## src/logic/gpio_pkg.sv

```systemverilog
package gpio_pkg;

    // bus side widths.
    typedef logic [31:0] bus_word_t;
    typedef logic [7:0]  reg_offset_t;

    // pwm period and duty values.
    typedef logic [15:0] pwm_word_t;

    typedef struct packed {
        logic      read;
        logic      write;
        logic [31:0] address;
        bus_word_t write_data;
    } bus_req_t;

    // one channel's configuration.
    typedef struct packed {
        pwm_word_t period;
        pwm_word_t duty;
    } pwm_cfg_t;

    // register map, taken from the low address byte.
    localparam reg_offset_t reg_direction  = 8'h00;
    localparam reg_offset_t reg_value      = 8'h04;
    localparam reg_offset_t reg_pwm_enable = 8'h08;
    localparam reg_offset_t reg_pwm_period = 8'h0C;
    localparam reg_offset_t reg_pwm_duty   = 8'h10;
    localparam reg_offset_t reg_pin_input  = 8'h14;

    localparam int pwm_channels = 2;

    // write data bit that picks the channel on period and duty writes.
    localparam int pwm_select_bit = 16;

endpackage

```

## src/logic/gpio_regs.sv

```systemverilog
`timescale 1ns/1ps

module gpio_regs #(
    parameter int pin_count = 20
) (
    input  logic                                              clk,
    input  logic                                              reset,
    input  gpio_pkg::bus_req_t                                bus_req,
    input  logic [pin_count-1:0]                              sync_in,
    output gpio_pkg::bus_word_t                               read_data,
    output logic                                              response,
    output logic [pin_count-1:0]                              direction,
    output logic [pin_count-1:0]                              value,
    output logic [gpio_pkg::pwm_channels-1:0]                 pwm_enable,
    output gpio_pkg::pwm_cfg_t [gpio_pkg::pwm_channels-1:0]   pwm_cfg
);

    import gpio_pkg::*;

    reg_offset_t offset;
    logic        channel;
    pwm_word_t   write_word;

    assign offset     = bus_req.address[7:0];
    assign channel    = bus_req.write_data[pwm_select_bit];
    assign write_word = bus_req.write_data[$bits(pwm_word_t)-1:0];

    // every request completes in its own cycle.
    assign response = bus_req.read | bus_req.write;

    always_ff @(posedge clk) begin
        if (reset) begin
            direction  <= '0;
            value      <= '0;
            pwm_enable <= '0;
            pwm_cfg    <= '0;
        end else if (bus_req.write) begin
            case (offset)
                reg_direction: begin
                    direction <= bus_req.write_data[pin_count-1:0];
                end
                reg_value: begin
                    value <= bus_req.write_data[pin_count-1:0];
                end
                reg_pwm_enable: begin
                    pwm_enable <= bus_req.write_data[pwm_channels-1:0];
                end
                reg_pwm_period: begin
                    pwm_cfg[channel].period <= write_word;
                end
                reg_pwm_duty: begin
                    pwm_cfg[channel].duty <= write_word;
                end
                // pin input is read only, the rest is unmapped.
                default: begin
                end
            endcase
        end
    end

    always_comb begin
        read_data = '0;
        if (bus_req.read) begin
            case (offset)
                reg_direction: begin
                    read_data = bus_word_t'(direction);
                end
                reg_value: begin
                    read_data = bus_word_t'(value);
                end
                reg_pwm_enable: begin
                    read_data = bus_word_t'(pwm_enable);
                end
                // channel 1 in the upper half, channel 0 in the lower half.
                reg_pwm_period: begin
                    read_data = {pwm_cfg[1].period, pwm_cfg[0].period};
                end
                reg_pwm_duty: begin
                    read_data = {pwm_cfg[1].duty, pwm_cfg[0].duty};
                end
                reg_pin_input: begin
                    read_data = bus_word_t'(sync_in);
                end
                default: begin
                    read_data = '0;
                end
            endcase
        end
    end

    // the master issues at most one strobe per cycle.
    a_one_strobe: assert property (
        @(posedge clk) disable iff (reset)
        !(bus_req.read && bus_req.write)
    );

endmodule

```

## src/logic/pwm_gen.sv

```systemverilog
`timescale 1ns/1ps

module pwm_gen (
    input  logic               clk,
    input  logic               reset,
    input  gpio_pkg::pwm_cfg_t cfg,
    output logic               pwm
);

    import gpio_pkg::*;

    pwm_word_t count;
    pwm_cfg_t  last_cfg;
    logic      cfg_changed;
    logic      wrap;

    assign cfg_changed = (cfg != last_cfg);

    // last count of the period, or a zero period that holds the counter.
    assign wrap = (cfg.period == '0) || (count >= cfg.period - pwm_word_t'(1));

    always_ff @(posedge clk) begin
        if (reset) begin
            count    <= '0;
            last_cfg <= '0;
            pwm      <= 1'b0;
        end else begin
            last_cfg <= cfg;
            if (cfg_changed || wrap) begin
                count <= '0;
            end else begin
                count <= count + pwm_word_t'(1);
            end
            // duty at or above the period keeps the output high.
            pwm <= (cfg.period != '0) && (count < cfg.duty);
        end
    end

    // a new configuration may leave a stale count for one cycle.
    a_count_in_period: assert property (
        @(posedge clk) disable iff (reset)
        (cfg.period != '0 && !cfg_changed) |-> (count < cfg.period)
    );

endmodule

```

## src/logic/gpio_pad_mux.sv

```systemverilog
`timescale 1ns/1ps

module gpio_pad_mux #(
    parameter int pin_count = 20
) (
    input  logic                              clk,
    input  logic                              reset,
    input  logic [pin_count-1:0]              direction,
    input  logic [pin_count-1:0]              value,
    input  logic [gpio_pkg::pwm_channels-1:0] pwm_enable,
    input  logic [gpio_pkg::pwm_channels-1:0] pwm,
    input  logic [pin_count-1:0]              pad_in,
    output logic [pin_count-1:0]              pad_out,
    output logic [pin_count-1:0]              pad_oe,
    output logic [pin_count-1:0]              sync_in
);

    import gpio_pkg::*;

    logic [pin_count-1:0] pwm_mask;
    logic [pin_count-1:0] pwm_bits;
    logic [pin_count-1:0] sync_meta;

    // only the low pins can be handed to a pwm channel.
    always_comb begin
        pwm_mask = '0;
        pwm_bits = '0;
        pwm_mask[pwm_channels-1:0] = pwm_enable;
        pwm_bits[pwm_channels-1:0] = pwm;
    end

    assign pad_oe  = direction | pwm_mask;
    assign pad_out = (value & direction & ~pwm_mask) | (pwm_bits & pwm_mask);

    // two stage synchronizer for the asynchronous pad inputs.
    always_ff @(posedge clk) begin
        if (reset) begin
            sync_meta <= '0;
            sync_in   <= '0;
        end else begin
            sync_meta <= pad_in;
            sync_in   <= sync_meta;
        end
    end

    // a pad that is not driven carries no data.
    a_out_needs_oe: assert property (
        @(posedge clk) disable iff (reset)
        (pad_out & ~pad_oe) == '0
    );

endmodule

```

## src/logic/gpio_top.sv

```systemverilog
`timescale 1ns/1ps

module gpio_top #(
    parameter int pin_count = 20
) (
    input  logic                 clk,
    input  logic                 reset,
    input  gpio_pkg::bus_req_t   bus_req,
    input  logic [pin_count-1:0] pad_in,
    output gpio_pkg::bus_word_t  read_data,
    output logic                 response,
    output logic [pin_count-1:0] pad_out,
    output logic [pin_count-1:0] pad_oe
);

    import gpio_pkg::*;

    logic [pin_count-1:0]                direction;
    logic [pin_count-1:0]                value;
    logic [pin_count-1:0]                sync_in;
    logic [pwm_channels-1:0]             pwm_enable;
    logic [pwm_channels-1:0]             pwm_out;
    pwm_cfg_t [pwm_channels-1:0]         pwm_cfg;

    gpio_regs #(
        .pin_count(pin_count)
    ) regs0 (
        .clk       (clk),
        .reset     (reset),
        .bus_req   (bus_req),
        .sync_in   (sync_in),
        .read_data (read_data),
        .response  (response),
        .direction (direction),
        .value     (value),
        .pwm_enable(pwm_enable),
        .pwm_cfg   (pwm_cfg)
    );

    pwm_gen pwm0 (
        .clk  (clk),
        .reset(reset),
        .cfg  (pwm_cfg[0]),
        .pwm  (pwm_out[0])
    );

    pwm_gen pwm1 (
        .clk  (clk),
        .reset(reset),
        .cfg  (pwm_cfg[1]),
        .pwm  (pwm_out[1])
    );

    gpio_pad_mux #(
        .pin_count(pin_count)
    ) pad_mux0 (
        .clk       (clk),
        .reset     (reset),
        .direction (direction),
        .value     (value),
        .pwm_enable(pwm_enable),
        .pwm       (pwm_out),
        .pad_in    (pad_in),
        .pad_out   (pad_out),
        .pad_oe    (pad_oe),
        .sync_in   (sync_in)
    );

endmodule

```

## config.mk

```make
export PLATFORM = sky130hd
export DESIGN_NAME = gpio_top
export DESIGN_NICKNAME = d
export VERILOG_FILES = /design/src/logic/gpio_pkg.sv /design/src/logic/gpio_regs.sv /design/src/logic/pwm_gen.sv /design/src/logic/gpio_pad_mux.sv /design/src/logic/gpio_top.sv
export SDC_FILE = /design/constraint.sdc
export NUM_CORES = 1
export LEC_CHECK = 0
export ABC_AREA = 1
export BUFFER_PORTS_ARGS = -buffer_cell sky130_fd_sc_hd__buf_2
export CAP_MARGIN = 10
export CORE_MARGIN = 1.5
export CORE_UTILIZATION = 55
export DETAILED_ROUTE_END_ITERATION = 10
export GPL_ROUTABILITY_DRIVEN = 0
export PLACE_DENSITY = 0.87
export SLEW_MARGIN = 40
export SYNTH_ARGS = -nofsm -noshare
export SYNTH_HDL_FRONTEND = slang
export SYNTH_SLANG_ARGS = --single-unit
```

## constraint.sdc

```tcl
create_clock -name clk -period 3.1 [get_ports clk]
set_input_delay 0.31 -clock clk [delete_from_list [all_inputs] [get_ports clk]]
set_output_delay 0.31 -clock clk [all_outputs]
set_load 0.01 [all_outputs]
```

# Word-level counts from Yosys, hierarchy flattened
# Index checks and enable logic that the tools add are counted.
# W data, S select, Z words.
# word_totals
word_cells,69
output_inout_bits,73
input_bits,88
ff_bits,244
# classes
bitwise,7
n_lt_le_gt_ge,6
reduce_logical,19
n_mux,9
addsub,4
eq_ne,7
# ops
operator,count
$pmux W32 S6,1
$bwmux W64,2
$pmux W64 S2,1
$demux W32 S1,2
$mux W32,2
$ne A32 B32 Y1,2
$and A20 B20 Y20,2
$add A16 B1 Y16 const B,2
$ge A16 B16 Y1,2
$logic_not A16 Y1,2
$lt A16 B16 Y1,2
$reduce_bool A16 Y1,2
$sub A16 B1 Y16 const B,2
$not A2 Y20,1
$or A20 B2 Y20,1
$or A20 B20 Y20,1
$eq A8 B4 Y1 const B,2
$eq A8 B5 Y1 const B,2
$mux W16,1
$eq A8 B3 Y1 const B,1
$logic_not A8 Y1,1
$reduce_and A2 Y1,4
$logic_or A1 B1 Y1,4
$reduce_or A2 Y1,2
other kinds (6),8

# Depth between registers and ports, before layout
# Gate-level depths: netlist of run 1.
# depth
depth_word,6
mapped_depth,21
depth_no_buf,20

# By module
# Synthesis of run 1 repeated with hierarchy kept, for this count alone.
# unflattened
hier_cells,1960
hier_area_um2,12967.4
# by_module_without_submodules
module,instances,area_per_inst_um2,seq_area_each_um2,cells_each
gpio_regs,1,5143.7,2122.0,816
pwm_gen (pwm1),1,3206.8,980.9,477
pwm_gen (pwm0),1,3155.5,980.9,479
gpio_pad_mux,1,1461.4,800.8,188

# Least setup slack after synthesis of run 1
# No wires, ideal clock.
# synth_timing
path_type,flip-flop to flip-flop
start,register regs0.pwm_cfg[16] (netlist name)
end,register pwm0.count[8]
synth_period_minus_slack_ps,2523
path_stages_with_launch,22
path_buffers,1
arrival_ps,2461
setup_ps,62
required_ps,3038
setup_slack_ps,577
cell_sequence,dfxtp_1 -> inv_1 -> nand2_1 -> nor2_1 -> nand2_1 -> nor3_1 -> nand3_1 -> xor2_1 -> inv_1 -> ha_1 -> nand2_1 -> inv_1 -> nor2_1 -> nand2_1 -> nor2_1 -> nand2_1 -> nor2_1 -> nand2_1 -> nor2_2 -> nand2_2 -> buf_6 -> nor2_2
# synth_via
elab_chain_cells,5
elab_cells_between_ends,7
cone_classes,add/sub: 1; order compare: 1; eq/ne: 1; reduce/logical: 4
# synth_lines
item,line_no,text
$sub A16 B1 Y16,pwm_gen.sv:20,assign wrap = (cfg.period == '0) || (count >= cfg.period - pwm_word_t'(1));
$ge A16 B16 Y1,pwm_gen.sv:20,
$logic_or A1 B1 Y1,pwm_gen.sv:20,
$logic_or A1 B1 Y1 *,pwm_gen.sv:29,if (cfg_changed || wrap) begin
$reduce_or A2 Y1 (no source line) *,n/a,
to (signal assigned),pwm_gen.sv:32,count <= count + pwm_word_t'(1);
to (decl),pwm_gen.sv:12,pwm_word_t count;
# Mark *: on every way between the ends. The rest lies on a longest branch, timed or not.
# A chain may end at the register's enable or synchronous reset.

# Final worst setup path of run 1
# layout_timing
start,register regs0.pwm_cfg[18] (netlist name)
end,register pwm0.count[9]
# layout_via
elab_chain_cells,5
elab_cells_between_ends,7
cone_classes,add/sub: 1; order compare: 1; eq/ne: 1; reduce/logical: 4
# layout_lines
item,line_no
$sub A16 B1 Y16,pwm_gen.sv:20
$ge A16 B16 Y1,pwm_gen.sv:20
$logic_or A1 B1 Y1,pwm_gen.sv:20
$logic_or A1 B1 Y1 *,pwm_gen.sv:29
$reduce_or A2 Y1 (no source line) *,n/a
# Marks and branches as above.

==> key figures, run 1 <==
Status
  – Status: complete, but fails checks
  – Failing checks: DRC

Clock tree
  – Clock slew at reported path FFs: about 0.060 ns
  – Later-pin clock latency in the skew report: around 0.54 ns
  – Bufs on Longest Clock Path: 3
  – Htree depth: 1
  – Clock sink count: about 240
  – Root buffer cell: clkbuf_16
  – CTS buffer count: 25
  – CTS tree: built

Worst setup path
  – Worst R2R Setup Slack: approximately 0.23 ns
  – R2R Path Start: regs0.pwm_cfg[18]
  – Crit end category: register
  – Critical Path Start Type: register
  – Worst setup path class: register to register
  – CP Launch Point: regs0.pwm_cfg[18]
  – WP data arrival: between 3 and 4 ns
  – Largest fanout on the critical path: 8
  – FF-to-FF path depth: 20
  – Crit path required time: around 3.6 ns
  – RR Endpoint: pwm0.count[9]

Die
  – Starting Density: 56.33%
  – Number of I/O pins: between 150 and 200
  – DIE AREA: roughly 23,000 sq um
  – Total core area: approximately 22,000 sq um
  – Rows: 54
  – Die Width: 153.0 um
  – Die height: 153.0 um

Timing
  – Setup Total Neg Slack: 0 ns
  – Max-slew violations: 0
  – Fmax: 348.6 MHz
  – Clock Skew: 0.009945 ns
  – Final setup vio count: 0
  – Final Cycle Share: roughly 93%
  – Worst-margin pin slew: ~0.8 ns
  – WHS: between 0.015 and 0.02 ns
  – Min setup slack post-route: between 0.2 and 0.25 ns
  – Min Tclk post-route: ~2.9 ns
  – Relative max-transition margin: between 40% and 50%
  – Hold Fails Final Rpt: 0

Drt
  – Top layer in use: met4
  – TritonRoute pass-1 iters: 9
  – Vias post-DR: 12.13k
  – Iter 0 DRT Violations: between 1k and 1.5k
  – Met1 WL: between 10,000 and 15,000 um
  – Via-to-Cell Ratio: ~5.5
  – Routed wl met2: ~16,000 um
  – # DRC: 5
  – Wire per inst: between 15 and 20 um
  – WL final: between 30,000 and 40,000 um
  – DRT antenna net count: 0
  – DR WL met3: 4016 um

Worst hold path
  – WHS Endpoint: regs0.direction[19]
  – Hold Path Class: input port to register
  – Hold Crit Depth: 3
  – Hold path startpoint: bus_req[19]

Placed design
  – Port bufs: 124
  – Placed inst area: 13,070 sq um
  – HPWL reported at the end of detailed placement: ~25,000 um
  – Pre-CTS setup slack: roughly 0.12 ns

Final layout
  – Sequential cell area: about 5000 sq um
  – N_diodes: 0
  – Final instance area: 14,160 sq um
  – Footprint of the multi-input gates: between 6000 and 7000 sq um
  – Post-layout net count: between 2k and 2.5k
  – Synthesis-to-finish area growth: 14.45%
  – Fillcell total: 1,739
  – Share of layout cells above drive strength 1: between 10% and 20%

Logic synthesis
  – Synthesized flop and latch total: approximately 240
  – Seq/Total Area, Yosys: between 30 and 40%
  – Post-synth cell types: 35
  – Mean post-synth cell area: approximately 7 sq um
  – Net Count, Synth: around 1.9k
  – Post-synth EDFFs: 0
  – Async set-reset flop share out of synthesis: 0%
  – Synth Cell Area: 12,370 sq um
  – Ys flop type: dfxtp_1
  – Post-Synthesis Cells: between 1.5k and 2k
  – Yosys warnings: 0

Power and ir drop
  – LEAKAGE: roughly 0.0069 uW
  – PD cells: about 460 nW/um^2
  – Peak supply drop: just under 0.0004 V

Global route
  – Initial antenna violation count: 0
  – Largest net degree at the start of global routing: 105
  – Via count of the first global-routing pass: approximately 11k
  – GR Overflow Total: 0
  – Global Route Usage Sum: approximately 30%
  – Global-route wire length before repair: around 56,000 um

Flow run
  – Max capacitance violation total: 0
==> report_power, final <==
group,switching (uW),leakage (uW),internal [uW]
sequential,9.61,0.00197,3160
combinational,151,0.00454,76.0
clock,1260,0.000409,1800
total,1420,0.00693,5030
==> how the worst max path moves through the flow <==
stage	end	slack (ns)	depth (start not counted)
CTS	pwm0.count[0]	0.10	20
finish	pwm0.count[9]	0.23	20
detailed placement	pwm0.count[0]	0.12	20
global placement	pwm0.count[15]	0.27	20
global route	pwm0.count[4]	-0.006	20
floorplan	pwm0.count[8]	0.58	21
==> through the flow <==
stage | util, % | power [uW] | instances
2_1_floorplan | - | 3351 | 1786
3_3_place_gp | 59.48 | 3432 | 2132
3_5_place_dp | 59.50 | 3438 | 2132
4_1_cts | 64.21 | 6458 | 2194
5_1_grt | 64.47 | 6600 | 2196
6_report | 64.47 | 6459 | 2196
==> synth_stat cells (6+ instances only) <==
library cell / count / share of area (%)
nor2_2: 14 / 0.71
xor2_1: 40 / 2.8
a21oi_1: 136 / 5.5
o21ai_1: 17 / 0.69
nor3_1: 29 / 1.2
xnor2_1: 23 / 1.6
nor2_1: 264 / 8.0
clkbuf_1: 22 / 0.67
buf_1: 6 / 0.18
o22ai_1: 6 / 0.30
ha_1: 68 / 6.9
dfxtp_1: 244 / 39
nand4_1: 10 / 0.51
inv_1: 274 / 8.3
nand3_1: 40 / 1.6
buf_2: 22 / 0.89
nand2_1: 377 / 11
buf_4: 20 / 1.2
o21ai_0: 122 / 4.9
inv_2: 11 / 0.33
==> state kept, by name, summed over array words and instances, names as in the netlist <==
| signal | count |
|---|---|
| pwm0.last_cfg | 32 |
| regs0.pwm_cfg | 64 |
| pwm1.count | 16 |
| regs0.pwm_enable | 2 |
| pad_mux0.sync_meta | 20 |
| pad_mux0.sync_in | 20 |
| regs0.direction | 20 |
| pwm0.count | 16 |
| pwm1.last_cfg | 32 |
| pwm1.pwm | 1 |
| regs0.value | 20 |
| pwm0.pwm | 1 |
==> final cells by class <==
cell class	instances	share of cell area, %
sequential	244	34.50
clock inverter	8	0.8131
timing repair buffer	162	6.796
inverter	285	7.556
tap	280	2.475
clock buffer	34	5.082
multi-input combinational	1183	42.78
==> critical path: stages, from the launching register on <==
cell	delay, ns
dfxtp_1	0.37
nor2_2	0.14
nand2_1	0.11
nor2_2	0.14
nand2_1	0.14
nor3_2	0.25
nand3_1	0.13
xor2_1	0.15
inv_1	0.06
ha_1	0.29
nand2_1	0.11
inv_1	0.07
nand2_1	0.05
nor2_1	0.04
nor2_1	0.11
nand2_1	0.06
nor2_1	0.08
nand2_1	0.09
nor2_4	0.17
nand2_4	0.13
nor2_2	0.11
==> cells by family (layout without fill, tap and decap cells) <==
logic type,Yosys count,in the layout,share of synthesized area (%)
simple gates,755,756,24.78
buf+inv,360,489,11.96
compound gates,296,296,12.43
flops,244,244,39.49
fa+ha+maj,68,68,6.878
xor+xnor,63,63,4.461
==> what timing repair did <==
action,CTS,global route
hold buffers,20,0
resized for setup,0,10
endpoints found under the setup margin,0,32
setup buffers,0,1
hold endpoints to repair,20,0
==> metal layers <==
layer,GRT usage (%),vias to the layer above
li1,-,5768
met1,38.09,5478
met4,13.63,0
met2,47.84,744
met3,5.727,138
met5,0,-
==> layout by cell type, fill, tap and decap left out, types with 2 or more instances in the layout <==
cell and n:
a211oi_1 2, a21oi_1 136, a22o_1 5, and2_1 2
buf_2 123, buf_4 18, bufinv_16 2, clkbuf_1 3
clkbuf_16 25, clkbuf_8 6, clkinv_2 2, dfxtp_1 244
dlygate4sd3_1 20, ha_1 68, inv_1 273, inv_2 12
nand2_1 377, nand2_2 2, nand2_4 3, nand3_1 40
nand3b_1 2, nand4_1 10, nor2_1 260, nor2_2 16
nor2_4 4, nor3_1 28, nor3_2 6, nor4_1 2
o211ai_1 5, o21ai_0 122, o21ai_1 16, o22ai_1 6
o31a_1 2, or2_2 3, xnor2_1 23, xor2_1 40
No activity file was read; power rests on OpenSTA's default activity.
==> run 2: changes to the inputs <==
BUFFER_PORTS_ARGS = -buffer_cell sky130_fd_sc_hd__buf_4   (was -buffer_cell sky130_fd_sc_hd__buf_2)
clock period = 3.6 ns   (was 3.1 ns; I/O delays follow)
==> key figures, run 2 (same netlist as run 1, synthesis figures left out) <==
Drt
  – TritonRoute pass-1 iters: 9 (unchanged)
  – Vias post-DR: 11.92k (-1.7%)
  – Iter 0 DRT Violations: 1,145 (-7.9%)
  – WL final: 34,840 um (-1.5%)
  – Via-to-Cell Ratio: 5.489 (-0.62%)
  – DRT antenna net count: 0 (unchanged)
  – Wire per inst: 16.05 um (-0.34%)
  – # DRC: 5 (unchanged)

Global route
  – Met2 Use GR: 47.47% (-0.37 points)
  – GR Overflow Total: 0 (unchanged)
  – Initial antenna violation count: 0 (unchanged)
  – Global Route Usage Sum: 29.40% (-0.11 points)
  – GRT met3 Usage: 5.103% (-0.62 points)
  – Via count of the first global-routing pass: 11.17k (+0.17%)
  – Global Route met1 Usage: 38.12% (about the same)
  – Gr busiest metal: met2
  – Largest net degree at the start of global routing: 105 (unchanged)
  – Global-route wire length before repair: 55,860 um (-0.31%)

Final layout
  – Largest regs: regs0.pwm_cfg: 64 flops, pwm0.last_cfg: 32 flops, pwm1.last_cfg: 32 flops
  – Synthesis-to-finish area growth: 15.26%
  – Post-layout net count: 2,028 (-1.4%)
  – Finished Layout Cells: 2,171 (-1.1%)
  – Final instance area: 14,260 sq um (+0.71%)
  – Commonest non-fill, non-tap cell in the layout: nand2_1
  – Largest reg by FF count: regs0.pwm_cfg
  – Fillcell total: 1,767 (+1.6%)
  – Share of layout cells above drive strength 1: 11.63% (-0.27 points)
  – N_diodes: 0 (unchanged)
  – Most frequent cells in the layout: nand2_1 (377), inv_1 (272), nor2_1 (264)
  – Sequential cell area: 4885 sq um (unchanged)
  – Max reg flops: 64 (unchanged)
  – Footprint of the multi-input gates: 6010 sq um (-0.76%)
  – Final Util: 64.93% (+0.46 points)

Die
  – Die Width: 153.0 um (unchanged)
  – Die height: 153.0 um (unchanged)
  – Starting Density: 56.33% (unchanged)
  – Total core area: 21,960 sq um (unchanged)
  – Rows: 54 (unchanged)
  – DIE AREA: 23,400 sq um (unchanged)
  – Number of I/O pins: 161 (unchanged)

Timing
  – Final Cycle Share: 88.55% (-4.0 points)
  – Setup Total Neg Slack: 0 ns (unchanged)
  – Fmax: 313.7 MHz (-10%)
  – Final setup vio count: 0 (unchanged)
  – Relative max-transition margin: 46.97% (+0.61 points)
  – Hold Fails Final Rpt: 0 (unchanged)
  – Worst-margin pin slew: 0.7946 ns (-0.008079 ns)
  – Min Tclk post-route: 3.188 ns (+0.3192 ns)
  – Clock Skew: 0.02683 ns (+0.01689 ns)
  – Max-slew violations: 0 (unchanged)
  – Unrepaired setup endpoints after global routing: no

Clock tree
  – Hold_buf cts: 0 (-100%)
  – Later-pin clock latency in the skew report: 0.55 ns (about the same)
  – Clock slew at reported path FFs: 0.07 ns (about the same)
  – CTS buffer count: 25 (unchanged)
  – # resized after CTS: 0 (unchanged)
  – Setup bufs post-CTS: 0 (unchanged)
  – Clock sink count: 244 (unchanged)
  – Bufs on Longest Clock Path: 3 (unchanged)
  – Root buffer cell: clkbuf_16
  – CTS tree: built
  – Htree depth: 1 (unchanged)

Worst setup path
  – Worst setup path class: register to register
  – Crit path required time: 4.08 ns (+0.50 ns)
  – FF-to-FF path depth: 20 (unchanged)
  – Largest fanout on the critical path: 16 (+8)
  – R2R Path Start: regs0.pwm_cfg[16]
  – Critical Path Start Type: register
  – WP data arrival: 3.67 ns (+0.33 ns)
  – Crit end category: register
  – CP Launch Point: regs0.pwm_cfg[16]

Power and ir drop
  – Peak supply drop: 0.0003494 V (-9.9%)
  – Power Total: 5754 uW (-11%)
  – LEAKAGE: 0.006862 uW (-0.93%)
  – PD cells: 403.6 nW/um^2 (-12%)

Flow run
  – Max capacitance violation total: 0 (unchanged)

Worst hold path
  – Hold Crit Depth: 3 (unchanged)
  – Hold path startpoint: pad_in[9]
  – Hold Path Class: input port to register

Placed design
  – # placed instances: 2,123 (-0.42%)
  – Placed inst area: 13,310 sq um (+1.8%)
  – HPWL reported at the end of detailed placement: 24,890 um (-0.38%)
  – Port bufs: 124 (unchanged)

Status
  – Failing checks: DRC
  – Status: complete, but fails checks
==> run 2: cell types whose count changed in the layout (fill, tap and decap cells not counted), sizes merged <==
cell         change
dlygate4sd3     -20
buf              -8
clkinvlp         +3
clkbuf           -5
inv              +1
bufinv           +3
clkinv           +2
nand2            -1
==> run 2: power breakdown <==
group	leakage [uW]	switching (uW)	internal [uW]
registers	0.00197	8.44	2720
clock network	0.000436	1140	1700
logic	0.00445	123	65.8
total	0.00686	1270	4480
==> run 2: metal layers <==
layer | part of all wire [%] | wire length [um]
met1 | 40 | 13920
met2 | 45 | 15640
met3 | 10 | 3617
met4 | 4.8 | 1663
met5 | 0 | 0
==> run 2: worst max-delay path: stages, from the launching register on <==
cell     delay, ns
dfxtp_1       0.33
inv_1         0.24
nand2_1       0.15
nor2_1        0.20
nand2_1       0.14
nor3_1        0.27
nand3_1       0.14
xor2_1        0.18
inv_1         0.06
ha_1          0.29
nand2_1       0.08
inv_1         0.04
nor2_1        0.10
nand2_1       0.07
nor2_1        0.10
nand2_1       0.05
nor2_1        0.10
nand2_1       0.07
nor2_2        0.09
nand2_2       0.26
nor2_1        0.17
==> run 2: cell type report <==
type / count / share of cell area [%]
tap: 280 / 2.457
inverter: 285 / 7.503
multi-input combinational: 1182 / 42.15
clock inverter: 17 / 1.720
sequential: 244 / 34.26
timing repair buffer: 134 / 7.275
clock buffer: 29 / 4.634
==> run 2: final timing paths <==
check                          end  slack, ns
min          pad_mux0.sync_meta[9]       0.01
max                  pwm0.count[3]       0.41
min reg2reg    pad_mux0.sync_in[4]       0.40
max reg2reg          pwm0.count[3]       0.41
==> run 2: stage by stage <==
step	hold slack, ns	setup slack [ns]
finish	0.009556	0.4121
global route	0.01820	0.1228
CTS	0.003857	0.4546
detailed placement	0.3939	0.5081
global placement	0.3933	0.6790
floorplan	0.3883	1.077
